===== config.mk =====
export PLATFORM = sky130hd
export DESIGN_NAME = ex_mem_regs
export DESIGN_NICKNAME = d
export VERILOG_FILES = /design/src/logic/rv_pkg.sv /design/src/logic/ex_mem_regs.sv
export SDC_FILE = /design/constraint.sdc
export NUM_CORES = 1
export LEC_CHECK = 0
export BUFFER_PORTS_ARGS = -buffer_cell sky130_fd_sc_hd__buf_4
export CAP_MARGIN = 30
export CORE_AREA = 2 2 165 167
export CTS_CLUSTER_DIAMETER = 100
export CTS_CLUSTER_SIZE = 14
export DETAILED_ROUTE_END_ITERATION = 12
export DIE_AREA = 0 0 167 169
export SETUP_SLACK_MARGIN = 0.02
export SYNTH_ARGS = -nofsm -noshare
export SYNTH_HDL_FRONTEND = slang
export SYNTH_SLANG_ARGS = --single-unit
export TNS_END_PERCENT = 1

===== constraint.sdc =====
create_clock -name clk -period 1.7 [get_ports clk]
set_input_delay 0.085 -clock clk [delete_from_list [all_inputs] [get_ports clk]]
set_output_delay 0.085 -clock clk [all_outputs]
set_load 0.1 [all_outputs]

===== src/logic/rv_pkg.sv =====
package rv_pkg;

	// datapath widths
	localparam int XLEN       = 64;
	localparam int REG_ADDR_W = 5;
	localparam int STRB_W     = XLEN / 8; // one strobe bit per byte lane

	// alu operation select, carried from decode
	typedef enum logic [3:0] {
		ADD   = 4'd0,
		SUB   = 4'd1,
		AND   = 4'd2,
		OR    = 4'd3,
		XOR   = 4'd4,
		SLL   = 4'd5,
		SRL   = 4'd6,
		SRA   = 4'd7,
		SLT   = 4'd8,
		SLTU  = 4'd9,
		PASS2 = 4'd10 // src2 straight through, lui style
	} alu_op_t;

	// access size, same encoding as funct3[1:0]
	typedef enum logic [1:0] {
		BYTE  = 2'd0,
		HALF  = 2'd1,
		WORD  = 2'd2,
		DWORD = 2'd3
	} mem_size_t;

	// what the memory stage does with the op
	typedef enum logic [1:0] {
		NONE  = 2'd0,
		LOAD  = 2'd1,
		STORE = 2'd2
	} mem_kind_t;

endpackage


===== src/logic/ex_mem_regs.sv =====
`timescale 1ns/1ns

module ex_mem_regs import rv_pkg::*; (
	input  logic                  clk,
	input  logic                  rst_n,
	input  logic                  stall_i,
	input  logic                  valid_i,
	input  logic                  reg_wen_i,
	input  logic [REG_ADDR_W-1:0] reg_waddr_i,
	input  logic [XLEN-1:0]       alu_res_i,
	input  logic [XLEN-1:0]       addr_i,
	input  logic [STRB_W-1:0]     wmask_i,
	input  logic [XLEN-1:0]       wdata_i,
	input  mem_kind_t             kind_i,
	input  mem_size_t             size_i,
	input  logic                  load_unsigned_i,
	input  logic                  ebreak_i,
	output logic                  valid_o,
	output logic                  reg_wen_o,
	output logic [REG_ADDR_W-1:0] reg_waddr_o,
	output logic [XLEN-1:0]       alu_res_o,
	output logic [XLEN-1:0]       addr_o,
	output logic [STRB_W-1:0]     wmask_o,
	output logic [XLEN-1:0]       wdata_o,
	output mem_kind_t             kind_o,
	output mem_size_t             size_o,
	output logic                  load_unsigned_o,
	output logic                  ebreak_o,
	output logic                  held_o // contents are a stall repeat
);

	always_ff @(posedge clk or negedge rst_n) begin
		if (!rst_n) begin
			valid_o         <= 1'b0;
			reg_wen_o       <= 1'b0;
			reg_waddr_o     <= '0;
			alu_res_o       <= '0;
			addr_o          <= '0;
			wmask_o         <= '0;
			wdata_o         <= '0;
			kind_o          <= NONE;
			size_o          <= BYTE;
			load_unsigned_o <= 1'b0;
			ebreak_o        <= 1'b0;
			held_o          <= 1'b0;
		end else if (stall_i) begin
			// every field keeps its value, mem stage must not redo the op
			held_o <= 1'b1;
		end else begin
			valid_o         <= valid_i;
			reg_wen_o       <= reg_wen_i;
			reg_waddr_o     <= reg_waddr_i;
			alu_res_o       <= alu_res_i;
			addr_o          <= addr_i;
			wmask_o         <= wmask_i;
			wdata_o         <= wdata_i;
			kind_o          <= kind_i;
			size_o          <= size_i;
			load_unsigned_o <= load_unsigned_i;
			ebreak_o        <= ebreak_i;
			held_o          <= 1'b0;
		end
	end

endmodule


Word-level counts from Yosys, hierarchy flattened

Cells that the tools add are included.

Register bits: 214
Output and inout bits: 214
Input port bits: 216

Mux-type cells: 1

Operators with widths:

| operator          | number |
|---|---|
| two-way mux 1 bit | 1 |

Longest topological paths before layout

Word-level depth: 1
Mapped depth: 4
Gate-level depth less buffers: 1

Worst setup path after synthesis

Ideal clock, no wire load.

Path kind: register to register
Start: register addr_o[63] (netlist name)
End: register addr_o[63]
Slack: 440 ps
Data required time: 1574 ps
Arrival time: 1134 ps
Stages on the path, launching flop included: 2
Buffers on the path: 0
Clock period less this slack: 1260 ps
Path through: dfrtp_1 > mux2_2

RTL lines:

| what                 | RTL line          | text |
|---|---|---|
| to (signal assigned) | ex_mem_regs.sv:54 | `addr_o <= addr_i;` |
| to (decl)            | ex_mem_regs.sv:22 | `output logic [XLEN-1:0] addr_o,` |

==> out/results.ini <==
[synthesis]
yosysTopAreaCellShare_pct=62.0
syn_inst=451
ys_ff_latch=214
avgSynthCellArea_um2=19.2
synth.distinct_cells=5
synth_seq_area_share_pct=62.0
yosysWarnings=0
synth_area_leaders=dfrtp_1 (62%), mux2_4 (30%), mux2_2 (5.6%), buf_6 (2.6%), buf_2 (0.23%)
syn-num-nets=667
synthesis.area_mm2=0.00864
yosys.area.top_type=dfrtp_1

[sta]
finalHoldViolations=0
period_share_pct=79.7
max_freq_mhz=738
finalMaxSlewViolations=0
skew_ns=0
whs_ns=0.0147
tns_ns=0
rsz0062_at_grt=false
finalSetupViolCount=0
period_needed_ns=1.36
tightest_slew_ns=0.519
maxSlewHeadroom_pct=65.4

[detailed_routing]
viasPerCell=4.31
drt_iter0_markers=242
vias=6319
ant_nets=0
route.detailed.drc=0
avgRoutedWirePerCell_um=17.6
dr.pass1.iters=4
routed_wl_mm=25.8

[cts]
post-cts-setup-buffers=0
h-tree-depth=1
cts_root_buffer=clkbuf_16
clk_pin_slew_worst_paths_ns=0.06
hold_buffers=227
cts_resized=0
clk_latency_ns=0.48
cts_tree=yes
cts.sinks=214
cts_max_path_buffers=3
cts_buffers=19

[die]
num_rows=60
initial_utilization_pct=32.6
coreArea_mm2=0.0265
dieWidth_um=167
die-area_mm2=0.0282
io_pins=430
die_height_um=169

[layout]
n_antenna_cell=0
fin_nets=1341
multi_input_area_mm2=0.00304
seq_area_mm2=0.00536
design_area_mm2=0.0151
drive_gt1_share_pct=60.8
area_delta_synth_final_pct=75.3
nFillCells=2037

[critical_path]
crit_path_start=wdata_o[26]
critPathLaunchType=flip-flop
crit_fanout=2
r2r-start=wdata_o[26]
cp-end-kind=flip-flop
endpoint=wdata_o[26]
reg2reg_to=wdata_o[26]
r2r_setup_slack_ns=0.34
crit_type=flip-flop to flip-flop
worstRegToRegCells=2
crit_arrival_ns=1.72
critPathRequiredTime_ns=2.06

[outcome]
outcome=completed

[place]
portBuffers=429
placed_area_mm2=0.0124
place_hpwl_mm=17.1
gp_congestion=0.763

[power_and_ir_drop]
powerDensity_mw_per_mm2=1090
max-vdd-ir-drop_mv=0.968
p_leak_nw=7.49

[grt]
grt_pass1_vias=7107
grt_max_degree=52
grt.total_usage_pct=17.7
grt_pass1_wl_mm=40.1
grt_remaining_overflow=0
antenna_found_initial=0

[job]
maxCapViolations=0

[worst_hold_path]
min_path_type=input pin to flip-flop

metal layers:
metal	GRT usage, %	routed length, um
met1	20.8	9840
met2	31.5	13300
met3	4.47	1960
met4	5.85	744
met5	0	0
worst min path at each step:
stage / start / to / slack (ns) / cells after the start
floorplan: rst_n / addr_o[0] / -0.21 / 0
global placement: rst_n / addr_o[26] / 0.11 / 1
detailed placement: rst_n / addr_o[24] / 0.11 / 1
CTS: stall_i / held_o / 0.004 / 2
global route: stall_i / held_o / 0.01 / 2
finish: stall_i / held_o / 0.01 / 2
metrics by stage:
stage / util (%) / power, mW / std cells / setup slack [ns]
2_1_floorplan: - / 10.7 / 451 / 0.440
3_3_place_gp: 46.7 / 12.3 / 1218 / 0.520
3_5_place_dp: 46.7 / 12.3 / 1218 / 0.504
4_1_cts: 57.1 / 16.7 / 1465 / 0.344
5_1_grt: 57.1 / 17.1 / 1465 / 0.319
6_report: 57.1 / 16.5 / 1465 / 0.344
critical path, stage by stage, from the launching register on:
cell and delay, ns:
dfrtp_1 0.41, mux2_2 0.27, dlygate4sd3_1 0.56
flip-flops by register name, indices dropped and copies added, names as in the netlist:
name             cells
addr_o              64
reg_waddr_o          5
valid_o              1
size_o               2
alu_res_o           64
ebreak_o             1
wmask_o              8
held_o               1
load_unsigned_o      1
kind_o               2
reg_wen_o            1
wdata_o             64
Yosys cell counts:
library cell  number
buf_6             20
buf_2              4
mux2_2            43
mux2_4           170
dfrtp_1          214
cell usage in the layout (no fill, tap or decap):
cell / count
clkbuf_8: 1
inv_8: 1
buf_8: 1
mux2_4: 170
mux2_2: 43
clkbuf_16: 19
buf_4: 434
dfrtp_1: 214
dlygate4sd3_1: 227
buf_12: 14
report_power, final:
group,total [mW],switching [mW],internal [mW]
registers,5.92,0.321,5.60
logic,6.77,4.70,2.07
clock network,3.80,1.81,1.99
total,16.5,6.82,9.67
cell type report:
class / count / area share [%]
sequential: 214 / 35.4
clock buffer: 19 / 3.14
tap: 341 / 2.82
clock inverter: 1 / 0.0744
multi-input combinational: 213 / 20.1
timing repair buffer: 677 / 38.6
cells by family after synthesis:
logic type	Yosys count	synth area share (%)
buffers and inverters	24	2.84
DFF	214	62.0
muxes	213	35.2
(Power assumes the default switching activity.)
