## src/logic/rv_pkg.sv

```systemverilog
package rv_pkg;

	// datapath widths
	localparam int XLEN       = 64;
	localparam int REG_ADDR_W = 5;
	localparam int STRB_W     = XLEN / 8; // one strobe bit per byte lane

	// alu operation select, carried from decode
	typedef enum logic [3:0] {
		ADD   = 4'd0,
		SUB   = 4'd1,
		AND   = 4'd2,
		OR    = 4'd3,
		XOR   = 4'd4,
		SLL   = 4'd5,
		SRL   = 4'd6,
		SRA   = 4'd7,
		SLT   = 4'd8,
		SLTU  = 4'd9,
		PASS2 = 4'd10 // src2 straight through, lui style
	} alu_op_t;

	// access size, same encoding as funct3[1:0]
	typedef enum logic [1:0] {
		BYTE  = 2'd0,
		HALF  = 2'd1,
		WORD  = 2'd2,
		DWORD = 2'd3
	} mem_size_t;

	// what the memory stage does with the op
	typedef enum logic [1:0] {
		NONE  = 2'd0,
		LOAD  = 2'd1,
		STORE = 2'd2
	} mem_kind_t;

endpackage

```

## src/logic/store_unit.sv

```systemverilog
`timescale 1ns/1ns

module store_unit import rv_pkg::*; (
	input  logic [XLEN-1:0]   base_i,
	input  logic [31:0]       s_imm_i,
	input  mem_kind_t         kind_i,
	input  mem_size_t         size_i,
	input  logic [XLEN-1:0]   data_i,
	output logic [XLEN-1:0]   addr_o,
	output logic [STRB_W-1:0] wmask_o,
	output logic [XLEN-1:0]   wdata_o
);

	logic [XLEN-1:0]     sext_imm;
	logic [2:0]          byte_off;
	logic [STRB_W-1:0]   size_mask;
	logic [2*STRB_W-1:0] mask_rot;
	logic [2*XLEN-1:0]   data_rot;

	// effective address, offset sign extended to xlen
	assign sext_imm = {{(XLEN-32){s_imm_i[31]}}, s_imm_i};
	assign addr_o   = base_i + sext_imm;
	assign byte_off = addr_o[2:0];

	// lanes touched by an aligned access of this size
	always_comb begin
		case (size_i)
			BYTE:    size_mask = 8'b0000_0001;
			HALF:    size_mask = 8'b0000_0011;
			WORD:    size_mask = 8'b0000_1111;
			default: size_mask = 8'b1111_1111;
		endcase
	end

	// rotate left by the byte offset, so misaligned lanes wrap inside the doubleword
	assign mask_rot = {size_mask, size_mask} << byte_off;
	assign wmask_o  = (kind_i == STORE) ? mask_rot[2*STRB_W-1:STRB_W] : '0;

	// byte 0 of the store data lands on lane byte_off
	assign data_rot = {data_i, data_i} << {byte_off, 3'b000};
	assign wdata_o  = data_rot[2*XLEN-1:XLEN];

endmodule

```

## config.mk

```make
export PLATFORM = sky130hd
export DESIGN_NAME = store_unit
export DESIGN_NICKNAME = d
export VERILOG_FILES = /design/src/logic/rv_pkg.sv /design/src/logic/store_unit.sv
export SDC_FILE = /design/constraint.sdc
export NUM_CORES = 1
export LEC_CHECK = 0
export BUFFER_PORTS_ARGS = -buffer_cell sky130_fd_sc_hd__buf_4
export CAP_MARGIN = 20
export CORE_MARGIN = 2
export CORE_UTILIZATION = 45
export DETAILED_ROUTE_END_ITERATION = 12
export PLACE_DENSITY = 0.78
export SLEW_MARGIN = 25
export SYNTH_ARGS = -nofsm -noshare
export SYNTH_HDL_FRONTEND = slang
export SYNTH_SLANG_ARGS = --single-unit
```

## constraint.sdc

```tcl
create_clock -name vclk -period 4.24
set_clock_uncertainty 0.1 [all_clocks]
set_input_delay 0 -clock vclk [all_inputs]
set_output_delay 0 -clock vclk [all_outputs]
set_load 0.005 [all_outputs]
```

* Word level (Yosys, flattened, before mapping)
Index checks and enable logic that the tools add are counted.
** Storage, ports and cells
- Bits in registers :: 0
- Output and inout bits :: 136
- Word-level logic and storage cells :: 9
** Operators by class
- $add $sub $neg :: 1
- Equality and inequality tests :: 3
- Shift-type cells :: 2
- Multiplexer cells :: 2
- Reduce and logical (&&, ||, !) cells :: 1
** Operators with widths (number)
- $shl 128x6->128 :: 1
- $add 64x64->64 :: 1
- $pmux 8 s3 :: 1
- $shl 16x3->16 :: 1
- $mux 8 :: 1
- $eq 2x2->1 const B :: 2
- $eq 2x1->1 const B :: 1
- $logic_not 2->1 :: 1

* Depth between registers and ports, before layout
- Word-level depth :: 4
- Depth in mapped cells :: 12
- Gate-level depth less buffers :: 12

* Least setup slack after synthesis
No wires, ideal clock.
- Path kind :: input to output
- Start :: input base_i[0]
- End :: output addr_o[62]
- Arrival :: 2.297 ns
- Required time :: 4.140 ns
- Setup slack :: 1.843 ns
- Stages on the path :: 12
- Path buffers :: 0
- Cell sequence :: ha_1 > inv_1 > fa_1 > nor2b_1 > o31a_1 > o31ai_2 > o31a_1 > o21ai_1 > a31oi_2 > o31a_1 > o21ai_1 > xor2_1
** On the way
- Word-level cells in the longest chain between the ends :: 1
** Ends and longest elaborated chain
- start, declared :: RTL line store_unit.sv:4 : input logic [XLEN-1:0] base_i,
- $add 64x64->64 :: RTL line store_unit.sv:22 : assign addr_o = base_i + sext_imm;
- end, declared :: RTL line store_unit.sv:9 : output logic [XLEN-1:0] addr_o,
Every way passes these cells.

* Worst setup path after layout
- Start :: input base_i[0]
- End :: output addr_o[60]
Same word-level chain as after synthesis.

==> load_flow_metrics.sql <==
INSERT INTO impl_metrics (metric_group, metric, value, unit) VALUES
('cts', 'cts.repair.resized', '0', ''),
('floorplan', 'row_count', '43', ''),
('critical_path', 'cp.arrival', '2970', 'ps'),
('sta', 'final_critical_delay_including_setup_and_external_delays', '3070', 'ps'),
('sta', 'setup_tns', '0', 'ps'),
('synth', 'synth.distinct_cells', '75', ''),
('route', 'drc_errors', '0', ''),
('layout', 'layout.cells.most_common', 'sky130_fd_sc_hd__buf_4', ''),
('layout', 'final_cell_mix', 'sky130_fd_sc_hd__buf_4 (304), sky130_fd_sc_hd__a21oi_1 (86), sky130_fd_sc_hd__nand2_1 (66)', ''),
('sta', 'maxClockFrequency', '326', 'MHz'),
('layout', 'post_route_core_utilization', '62.4', '%'),
('run_status', 'run_status', 'complete, no violations', ''),
('critical_path', 'cp_num_cells', '13', ''),
('sta', 'post-route-period-util', '72.4', '%'),
('route', 'drtAntennaViolNets', '0', ''),
('grt', 'antenna_found_initial', '0', ''),
('sta', 'final-hold-violation-count', '0', ''),
('grt', 'grt_start_max_net_pins', '72', ''),
('critical_path', 'critPathBufInv', '3', ''),
('layout', 'area.sequential', '0', 'sq um'),
('cts', 'cts-hold-fix-buffers', '0', ''),
('sta', 'finalSetupViolCount', '0', ''),
('layout', 'antenna-diode-count', '0', ''),
('floorplan', 'io_pins', '300', ''),
('floorplan', 'initial_core_util', '46.1', '%'),
('sta', 'slew_violations', '0', ''),
('synth', 'syn-num-nets', '1006', ''),
('place', 'dp.final_hpwl', '18700', 'um'),
('floorplan', 'fp.dieH', '123', 'um'),
('synth', 'yosysSeqAreaShare', '0', '%'),
('grt', 'first_global_vias', '6751', ''),
('synth', 'syn-cell-area', '6400', 'sq um'),
('pwr', 'vdd.ir_drop.worst', '158', 'uV'),
('hold_path', 'worst_hold_path_type', 'in2out', ''),
('critical_path', 'cp.required', '4140', 'ps'),
('hold_path', 'hold_path_depth', '4', ''),
('pwr', 'power.density', '229', 'nW/um^2'),
('layout', 'final.fill_count', '1262', ''),
('critical_path', 'endpoint_kind', 'output pin', ''),
('layout', 'post_route_cells_drive_above_1_share', '44.3', '%'),
('grt', 'first_pass_grt_wire_length', '33800', 'um'),
('critical_path', 'critical_path.cell_chain', 'buf_4 -> ha_1 -> inv_1 -> fa_2 -> nor2b_1 -> o31a_1 -> o31ai_2 -> o21ai_1 -> a32o_1 -> a21oi_1 -> a31oi_1 -> a311o_1 -> buf_4', ''),
('route', 'pre_repair_dr_iteration_count', '5', ''),
('route', 'drt_first_iter_violations', '577', ''),
('pwr', 'design_power_total', '0.00198', 'W'),
('route', 'avgViaCountPerCell', '6.18', ''),
('route', 'wl', '22500', 'um'),
('pwr', 'static-leakage-power', '3.84', 'nW'),
('layout', 'final.clkbuf_count', '0', ''),
('synth', 'synthesis.instances', '778', ''),
('floorplan', 'die_area', '15200', 'sq um'),
('critical_path', 'critical-path-top-cell-by-count', 'sky130_fd_sc_hd__buf_4', ''),
('grt', 'grtUsageTotal', '27.4', '%'),
('floorplan', 'dieWidth', '123', 'um'),
('floorplan', 'core_area', '13900', 'sq um'),
('sta', 'setup_repair_after_global_routing_missed_its_margin', 'false', ''),
('cts', 'post_cts_buffers', '0', ''),
('layout', 'area_growth_syn_to_layout', '35.2', '%'),
('grt', 'gr-total-overflow', '0', ''),
('sta', 'timing.max_slew.rel_slack', '39.5', '%'),
('sta', 'tightest_slew', '907', 'ps'),
('layout', 'final_net_count', '1260', ''),
('route', 'num_vias', '7479', ''),
('synth', 'ys_warn_count', '0', ''),
('critical_path', 'crit_path_max_fanout', '6', ''),
('layout', 'multi_input_comb_area', '6080', 'sq um'),
('critical_path', 'crit_path_start_kind', 'input port', ''),
('critical_path', 'timing.critical_path.max_delay_family', 'compound AO/OA/AOI/OAI gates', ''),
('critical_path', 'max_stage_delay', '380', 'ps'),
('place', 'gp_routability_congestion', '0.965', ''),
('critical_path', 'setup.worst_path.class', 'in2out', ''),
('critical_path', 'critPathSlowestCell', 'sky130_fd_sc_hd__o31ai_2', ''),
('route', 'wirelength_per_cell', '18.6', 'um'),
('run', 'max-cap-violations', '0', ''),
('layout', 'seq_cell_count', '0', ''),
('synth', 'synth.avg_cell_area', '8.23', 'sq um'),
('place', 'io_buffers', '300', '');
==> synth_stat cells, drive strengths merged (6+ instances only) <==
cell     n  area, sq um
nor2    58          220
o21ai   49          245
inv     19         71.3
mux4    64         1440
a21o    30          225
and2     8         51.3
ha      63          788
o21a    11         83.8
a21oi   87          439
xnor2   34          298
nand4   21          131
o21bai  14          109
nand2   68          265
xor2    23          201
nor3    17         96.4
nor2b    6         37.5
buf     19          118
nand3   17         90.1
mux2    64          721
a31oi   12         81.3
nand2b   6         37.5
clkbuf  33          158
==> tightest hold or removal path: cells and delay by family <==
family / cells / cell delay [ps]
buffers and inverters: 2 / 280
AND/OR/NAND/NOR: 2 / 170
==> worst paths after layout <==
check / slack (ps) / endpoint / startpoint
hold / removal: 350 / wmask_o[7] / size_i[0]
setup / recovery: 1170 / addr_o[60] / base_i[0]
==> metrics by stage <==
step           setup slack, ps  hold slack (ps)  area (sq um)  cells
2_1_floorplan             1840             89.4          6400    778
3_3_place_gp              1280              346          8660   1210
3_5_place_dp              1210              351          8660   1210
4_1_cts                   1200              352          8660   1210
5_1_grt                   1040              378          8660   1210
6_report                  1170              355          8660   1210
==> cell type report <==
class / count / area share, %
multi-input combinational: 707 / 70.2
timing repair buffer: 304 / 26.4
tap: 180 / 2.60
inverter: 19 / 0.838
==> power by group <==
group          internal, W  switching, W
Combinational      0.00107      0.000912
Clock                    0             0
Sequential               0             0
==> cells by family after synthesis <==
family	after synthesis	share of synthesized area (%)
AO/OA/AOI/OAI	242	24.2
XOR/XNOR	57	7.80
adder cells (fa/ha/maj)	64	12.6
buffers and inverters	71	5.41
multiplexers	129	33.9
AND/OR/NAND/NOR	215	16.0
==> routing by layer <==
| layer | GRT usage [%] | vias up | routed length [um] |
|---|---|---|---|
| li1 | - | 3524 | - |
| met1 | 37.2 | 3558 | 9270 |
| met2 | 46.2 | 341 | 10800 |
| met3 | 3.23 | 56 | 1730 |
| met4 | 7.17 | 0 | 643 |
| met5 | 0 | - | 0 |
Power figures use the tool's default switching activity.
